**src/logic/ddr_stat_pkg.sv**
```systemverilog
// DDR status bridge definitions

package ddr_stat_pkg;

   //////////////////////////////////////////////////
   // Widths and depths
   //////////////////////////////////////////////////

   // Status channel field widths
   localparam int STAT_ADDR_W = 8;
   localparam int STAT_DATA_W = 32;
   localparam int STAT_INT_W  = 8;

   // Extra register stages on each side of the status target
   localparam int NUM_CFG_STGS = 8;

   // Flops between rst_main_n and pipe_rst_n
   localparam int RST_SYNC_STGS = 4;

   // Status register file size and its index width
   localparam int NUM_STAT_REGS = 16;
   localparam int STAT_IDX_W    = $clog2(NUM_STAT_REGS);

   //////////////////////////////////////////////////
   // Types
   //////////////////////////////////////////////////

   typedef logic [STAT_ADDR_W-1:0] stat_addr_t;
   typedef logic [STAT_DATA_W-1:0] stat_data_t;
   typedef logic [STAT_INT_W-1:0]  stat_int_t;

   // Host to target request, wr and rd are one-cycle strobes
   typedef struct packed {
      logic       wr;
      logic       rd;
      stat_addr_t addr;
      stat_data_t wdata;
   } stat_req_t;

   // Target to host response
   typedef struct packed {
      logic       ack;
      stat_int_t  intr;
      stat_data_t rdata;
   } stat_ack_t;

   // Flat widths used when the structs ride through a pipeline
   localparam int STAT_REQ_W = $bits(stat_req_t);
   localparam int STAT_ACK_W = $bits(stat_ack_t);

endpackage
```
**src/logic/ddr_stat_bridge.sv**
```systemverilog
// DDR status bridge top level

`timescale 1ns/100ps

module ddr_stat_bridge
(
   input  logic                    clk_main_a0,
   input  logic                    rst_main_n,

   input  logic                    sh_cl_flr_assert,
   output logic                    cl_sh_flr_done,

   input  ddr_stat_pkg::stat_req_t stat_req,
   output ddr_stat_pkg::stat_ack_t stat_ack
);

   import ddr_stat_pkg::*;

   logic                  clk;
   logic                  pipe_rst_n;

   // Flat views of the status structs around the pipelines
   logic [STAT_REQ_W-1:0] req_flat;
   logic [STAT_REQ_W-1:0] req_flat_q;
   logic [STAT_ACK_W-1:0] ack_flat;
   logic [STAT_ACK_W-1:0] ack_flat_q;

   stat_req_t             req_q;
   stat_ack_t             rsp;

   assign clk = clk_main_a0;

   //////////////////////////////////////////////////
   // Reset and FLR
   //////////////////////////////////////////////////

   rst_flr_ctrl rst_flr_ctrl_i (
      .clk              (clk),
      .rst_main_n       (rst_main_n),
      .sh_cl_flr_assert (sh_cl_flr_assert),
      .pipe_rst_n       (pipe_rst_n),
      .cl_sh_flr_done   (cl_sh_flr_done)
   );

   //////////////////////////////////////////////////
   // Status request path
   //////////////////////////////////////////////////

   assign req_flat = stat_req;

   cfg_pipe #(.WIDTH(STAT_REQ_W), .STAGES(NUM_CFG_STGS)) pipe_stat_req_i (
      .clk        (clk),
      .pipe_rst_n (pipe_rst_n),
      .in_bus     (req_flat),
      .out_bus    (req_flat_q)
   );

   assign req_q = stat_req_t'(req_flat_q);

   stat_regs stat_regs_i (
      .clk        (clk),
      .pipe_rst_n (pipe_rst_n),
      .req        (req_q),
      .rsp        (rsp)
   );

   //////////////////////////////////////////////////
   // Status ack path
   //////////////////////////////////////////////////

   assign ack_flat = rsp;

   cfg_pipe #(.WIDTH(STAT_ACK_W), .STAGES(NUM_CFG_STGS)) pipe_stat_ack_i (
      .clk        (clk),
      .pipe_rst_n (pipe_rst_n),
      .in_bus     (ack_flat),
      .out_bus    (ack_flat_q)
   );

   assign stat_ack = stat_ack_t'(ack_flat_q);

endmodule

```
**src/logic/stat_regs.sv**
```systemverilog
// DDR status register target

`timescale 1ns/100ps

module stat_regs
(
   input  logic                    clk,
   input  logic                    pipe_rst_n,
   input  ddr_stat_pkg::stat_req_t req,
   output ddr_stat_pkg::stat_ack_t rsp
);

   import ddr_stat_pkg::*;

   stat_data_t            regs_q [NUM_STAT_REGS];
   logic                  in_range;
   logic [STAT_IDX_W-1:0] idx;
   logic                  wr_hit;
   stat_data_t            reg0_nxt;
   stat_data_t            rd_word;

   //////////////////////////////////////////////////
   // Address decode
   //////////////////////////////////////////////////

   // Addresses past the last register are acked but never stored
   assign in_range = req.addr < stat_addr_t'(NUM_STAT_REGS);
   assign idx      = req.addr[STAT_IDX_W-1:0];
   assign wr_hit   = req.wr && in_range;

   // Register 0 as it looks once this request has been applied
   always_comb
   begin
      reg0_nxt = regs_q[0];
      if (wr_hit && (idx == '0))
         reg0_nxt = req.wdata;
   end

   // Read data is zero for writes and for out-of-range reads
   always_comb
   begin
      rd_word = '0;
      if (req.rd && in_range)
         rd_word = regs_q[idx];
   end

   //////////////////////////////////////////////////
   // Register file and ack
   //////////////////////////////////////////////////

   always_ff @(posedge clk)
   begin
      if (!pipe_rst_n)
      begin
         for (int i = 0; i < NUM_STAT_REGS; i++)
            regs_q[i] <= '0;
         rsp <= '0;
      end
      else
      begin
         if (wr_hit)
            regs_q[idx] <= req.wdata;

         // One ack per strobe, issued on the following cycle
         rsp.ack   <= req.wr | req.rd;
         rsp.intr  <= reg0_nxt[STAT_INT_W-1:0];
         rsp.rdata <= rd_word;
      end
   end

   // The host side never issues a write and a read together
   one_strobe: assert property (
      @(posedge clk) disable iff (!pipe_rst_n)
      !(req.wr && req.rd)
   )
   else
      $error("status wr and rd strobes high in the same cycle");

endmodule

```
**src/logic/cfg_pipe.sv**
```systemverilog
// Configuration register pipeline

`timescale 1ns/100ps

module cfg_pipe
#(
   parameter int WIDTH  = ddr_stat_pkg::STAT_REQ_W,
   parameter int STAGES = ddr_stat_pkg::NUM_CFG_STGS
)
(
   input  logic             clk,
   input  logic             pipe_rst_n,
   input  logic [WIDTH-1:0] in_bus,
   output logic [WIDTH-1:0] out_bus
);

   import ddr_stat_pkg::*;

   // One entry per stage, entry 0 is closest to the input
   logic [WIDTH-1:0] stg_q [STAGES];

   //////////////////////////////////////////////////
   // Stage chain
   //////////////////////////////////////////////////

   // Every stage holds its own item, so a new one may enter
   // each cycle while older ones are still moving through
   always_ff @(posedge clk)
   begin
      if (!pipe_rst_n)
      begin
         for (int i = 0; i < STAGES; i++)
            stg_q[i] <= '0;
      end
      else
      begin
         stg_q[0] <= in_bus;
         for (int i = 1; i < STAGES; i++)
            stg_q[i] <= stg_q[i-1];
      end
   end

   // Last stage drives the far side directly, no logic after it
   assign out_bus = stg_q[STAGES-1];

endmodule

```
**src/logic/rst_flr_ctrl.sv**
```systemverilog
// Reset pipeline and FLR response

`timescale 1ns/100ps

module rst_flr_ctrl
(
   input  logic clk,
   input  logic rst_main_n,
   input  logic sh_cl_flr_assert,
   output logic pipe_rst_n,
   output logic cl_sh_flr_done
);

   import ddr_stat_pkg::*;

   logic [RST_SYNC_STGS-1:0] rst_sync_q;
   logic                     flr_assert_q;

   //////////////////////////////////////////////////
   // Reset synchronizer
   //////////////////////////////////////////////////

   // Shift chain from rst_main_n to pipe_rst_n
   always_ff @(posedge clk)
   begin
      rst_sync_q <= {rst_sync_q[RST_SYNC_STGS-2:0], rst_main_n};
   end

   assign pipe_rst_n = rst_sync_q[RST_SYNC_STGS-1];

   //////////////////////////////////////////////////
   // Function-level reset response
   //////////////////////////////////////////////////

   // Done follows the registered assert, and drops every other cycle
   // while the assert stays high
   always_ff @(posedge clk)
   begin
      if (!pipe_rst_n)
      begin
         flr_assert_q   <= 1'b0;
         cl_sh_flr_done <= 1'b0;
      end
      else
      begin
         flr_assert_q   <= sh_cl_flr_assert;
         cl_sh_flr_done <= flr_assert_q && !cl_sh_flr_done;
      end
   end

   // Done answers an assert from two cycles back and never lasts two cycles
   done_is_pulse: assert property (
      @(posedge clk) disable iff (!pipe_rst_n)
      cl_sh_flr_done |-> $past(sh_cl_flr_assert, 2) && !$past(cl_sh_flr_done)
   )
   else
      $error("cl_sh_flr_done without an assert two cycles back, or high twice in a row");

endmodule

```
**config.mk**
```make
export PLATFORM = sky130hd
export DESIGN_NAME = ddr_stat_bridge
export DESIGN_NICKNAME = d
export VERILOG_FILES = /design/src/logic/ddr_stat_pkg.sv /design/src/logic/ddr_stat_bridge.sv /design/src/logic/stat_regs.sv /design/src/logic/cfg_pipe.sv /design/src/logic/rst_flr_ctrl.sv
export SDC_FILE = /design/constraint.sdc
export NUM_CORES = 1
export LEC_CHECK = 0
export BUFFER_PORTS_ARGS = -buffer_cell sky130_fd_sc_hd__buf_2
export CAP_MARGIN = 20
export CORE_MARGIN = 4
export CORE_UTILIZATION = 48
export CTS_BUF_LIST = sky130_fd_sc_hd__clkbuf_8
export DETAILED_ROUTE_END_ITERATION = 6
export HOLD_SLACK_MARGIN = 0.15
export PLACE_DENSITY = 0.74
export SETUP_SLACK_MARGIN = 0.4
export SYNTH_ARGS = -nofsm -noshare
export SYNTH_HDL_FRONTEND = slang
export SYNTH_SLANG_ARGS = --single-unit
```
**constraint.sdc**
```tcl
create_clock -name clk_main_a0 -period 5.84 [get_ports clk_main_a0]
set_input_delay 0.292 -clock clk_main_a0 [delete_from_list [all_inputs] [get_ports clk_main_a0]]
set_output_delay 0.292 -clock clk_main_a0 [all_outputs]
set_load 0.01 [all_outputs]
```
Word level (Yosys, flattened, before mapping). Memory sizes are Yosys's and may differ from the RTL's. A register that Yosys moved wholly into a read port is not among the register bits. Cells that the tools add are included.

$lt $le $gt $ge: 1. Muxes and demuxes: 25. Bitwise operators: 17. Reduce and logical (&&, ||, !) cells: 9.

Operator list (count): two-way mux 42 bit (8); two-way mux 41 bit (8); two-way mux 32 bit (1); OR reduction 32 bit (1); bitwise OR 1 bit (17); < comparator 8 x 5 -> 1 bit (second input constant) (1); two-way mux 8 bit (1); two-way mux 1 bit (6); logical AND 1 bit (4); zero test 4 bit (1); two-way mux 4 bit (1); zero test 1 bit (2); AND reduction 2 bit (1).

Register bits after elaboration: 15. RAM bits: 1176. Output and inout port bits: 42. Word-level logic and storage cells: 60. Memories kept: 3.

Memory list: stat_regs_i.regs_q (words 16, bits a word 32, rd ports 2, clocked after memory_dff 1, write ports 16, line stat_regs.sv:15) `stat_data_t regs_q [NUM_STAT_REGS];`; pipe_stat_req_i.stg_q (words 8, bits a word 42, rd ports 8, clocked after memory_dff 0, write ports 8, line cfg_pipe.sv:20) `logic [WIDTH-1:0] stg_q [STAGES];`; pipe_stat_ack_i.stg_q (words 8, bits a word 41, rd ports 8, clocked after memory_dff 0, write ports 8, line cfg_pipe.sv:20).

Longest topological paths before layout. An unclocked memory read counts as a cell.

Word-level depth: 8. Depth in mapped cells: 6.

Cells and area by module. A second synthesis with hierarchy kept.

Cells, all modules: 3040. Area total of the unflattened synthesis: 42655.9 um2.

By module, submodules not included: stat_regs (times used 1, cells each 1548, area an instance 24035.6 um2); cfg_pipe (pipe_stat_req_i) (times used 1, cells each 751, area an instance 9371.5 um2); cfg_pipe (pipe_stat_ack_i) (times used 1, cells each 733, area an instance 9113.7 um2); rst_flr_ctrl (times used 1, cells each 8, area an instance 135.1 um2).

Worst setup path after synthesis. No wires, ideal clock.

Kind: register to register. Start: mem pipe_stat_req_i.stg_q[1][164] (netlist name). End: mem stat_regs_i.regs_q[13][0] (netlist name) (enable). Setup time: 0.466 ns. Data arrival time: 3.282 ns. Data required time: 5.374 ns. Setup slack: 2.092 ns. Cell stages (with the launch flop): 4. Path buffers: 0. Clock period less this slack: 3.748 ns. Cells stage by stage: dfxtp_1 nor4_4 nand4_1 o21ai_0.

RTL lines (line): start, declared (cfg_pipe.sv:20); end, declared (stat_regs.sv:15).

==> key figures <==
CTS
  – Worst-case clock buffer depth: 3
  – Clock Tree Root: clkbuf_8
  – Postcts setup bufs: 0
  – H-tree lvl count: 4
  – Post-cts sizing count: 0
  – CTS tree: done
  – Clock sink count: 1223
  – Clock Pin Slew Worst Setup and Hold Paths: 60 ps
  – Worst-skew pair later-pin latency: 810 ps
  – Cts bufs inserted: 179
  – Hold-fix buffers at CTS: 69

STA
  – Final setup viols: 0
  – Crit share post-route: 63.5%
  – Slew margin rel.: 32.3%
  – RSZ-0062 raised after global routing: false
  – Setup Skew: 34.1 ps
  – Slew Limit Fails: 0
  – Hold Fails Final Rpt: 0
  – Fin crit period: 3710 ps
  – Setup TNS: 0 ps
  – Highest Clock Rate: 270 MHz
  – Worst-margin pin slew: 1010 ps

Detailed routing
  – DRT Pass-1 Iters: 5
  – Wire per inst: 16.7 um
  – Vias: 21100
  – Antenna Nets Post-Route: 0
  – Post-route DRC violation count: 0
  – Total Wirelength: 73700 um
  – Starting DRT DRC Count: 1617
  – Via density: 4.79

Global routing
  – Largest net degree at the start of global routing: 173
  – First-pass GRT wire length: 117000 um
  – Vias in the first global route: 21300
  – M1 GR Usage: 21.9%
  – Met3 global-route usage: 3.48%
  – Initial antenna violation count: 1
  – Global route overflow: 0
  – GRT Util Overall: 16.1%
  – Most used routing layer: met2
  – Met2 usage: 25.1%

Place
  – Placed instance area: 43500 sq um
  – Port Buffers: 86
  – Gp weighted congestion: 0.754
  – Detail Placement HPWL: 38400 um

Yosys
  – YS warnings: 0
  – Main synth FF type: dfxtp_1
  – Post-synth EDFFs: 512
  – Register bit total from synthesis: 1223
  – Avg Inst Size Synth: 14.1 sq um
  – Post-Synthesis Net Count: 3039
  – Share of the yosys chip area belonging to registers: 69.9%
  – Mapped Cells: 2994
  – Synth unique cells: 27
  – Syn Std Cell Area: 42400 sq um
  – Post-synthesis async set-or-reset flop share: 0%

Layout
  – Area Overhead vs Synth: 12.4%
  – Layout cells sized above 1: 16.7%
  – Commonest cells after routing, fill and taps aside: and2_1, dfxtp_1, edfxtp_1
  – Nets@finish: 3165
  – Fill count: 6945
  – Commonest non-fill, non-tap cell in the layout: and2_1
  – Design Area, Final: 47600 sq um
  – Final core occ: 54.6%

Critical path
  – Critical path fanouts, max: 49
  – Crit path largest cell delay: 960 ps
  – CP required: 6260 ps
  – Worst EP arrival: 4130 ps
  – Crit Path Category: flop to flop
  – Crit-path slowest cell: nor3_4
  – Crit start category: flop
  – Critical Path Sink Type: flop
  – Crit path cell chain: nor2b_1, nand4_1, nor3_4, nand2b_2

Worst hold path
  – Hold WC Path Type: input pin to flop

Die
  – DIE AREA: 93100 sq um
  – Boundary pin count: 87
  – Core ar.: 87200 sq um
  – Width of the chip: 305 um
  – Die H: 305 um
  – FP Rows: 108
  – Initial Util: 48.6%

Pwr
  – VDD IR-drop max: 229 uV
  – Pwr Total: 0.0156 W
  – PD cells: 328 nW/um^2
  – Leakage: 18.8 nW

Flow run
  – Number of max-cap violations: 0

Status
  – Outcome: complete, no violations
## worst max-delay path: cells and delay by family (launching register included)
family | cells | cell delay, ps
DFF | 1 | 880
and+or+nand+nor | 4 | 2420
## state kept, by name (all words and copies together), names as in the netlist
signal,flops
pipe_stat_ack_i.stg_q,328
pipe_stat_req_i.stg_q,336
rst_flr_ctrl_i.cl_sh_flr_done,1
rst_flr_ctrl_i.flr_assert_q,1
rst_flr_ctrl_i.rst_sync_q,4
stat_regs_i.regs_q,512
stat_regs_i.rsp,41
## synthesized netlist by cell type (16+ instances only)
master	n	share of area, %
and2_1	1177	17
buf_2	20	0.24
buf_4	46	0.82
clkbuf_1	175	1.6
dfxtp_1	711	34
edfxtp_1	512	36
inv_1	67	0.59
mux2_2	32	0.85
mux4_2	128	6.8
nand2_1	34	0.30
nor2_1	16	0.14
o221ai_1	32	0.66
## worst paths after layout
check,slack (ps),end,cells past startpoint,start
setup reg to reg,2130,stat_regs_i.regs_q[2][21],4,pipe_stat_req_i.stg_q[1][159]
hold reg to reg,320,rst_flr_ctrl_i.rst_sync_q[3],0,rst_flr_ctrl_i.rst_sync_q[2]
setup / recovery,2130,stat_regs_i.regs_q[2][21],4,pipe_stat_req_i.stg_q[1][159]
hold / removal,250,pipe_stat_req_i.stg_q[0][40],3,stat_req[40]
## layout make-up
cell class,instances,area (sq um),share of cell area [%]
Tap cell,1155,1450,3.03
Sequential cell,1223,29600,62.2
Antenna cell,1,2.50,0.00525
Clock inverter,111,472,0.990
Multi-Input combinational cell,1463,11500,24.2
Inverter,67,251,0.528
Clock buffer,210,2890,6.07
Timing Repair Buffer,186,1410,2.95
## metal layers
layer	routed length (um)	share of wire, %	up-vias
li1	-	-	10200
met1	32300	44	10200
met2	34200	46	630
met3	5090	6.9	143
met4	2080	2.8	0
met5	0	0	-
## cell families (layout without fill, tap and decap cells)
group	count (synthesis)	count (layout)	synth area share [%]
muxes	160	160	7.66
DFF	1223	1223	69.9
other	0	1	0
AOI/OAI and AO/OA	53	53	0.984
buffers and inverters	308	574	3.20
and+or+nand+nor	1250	1250	18.3
## power by group
part	switching (W)	leakage [nW]	internal, W
clock	0.00301	1.99	0.00326
combinational	0.000171	5.51	0.000119
sequential	0.0000454	11.3	0.00903
total	0.00323	18.8	0.0124
## metrics by stage
step           hold slack (ps)  cells  worst slack [ps]
2_1_floorplan              310   2994              2090
3_3_place_gp               311   4023              2230
6_report                   248   4416              2130
4_1_cts                    152   4413              2120
5_1_grt                    221   4416              1790
3_5_place_dp               312   4023              2130
(Power assumes the default switching activity.)
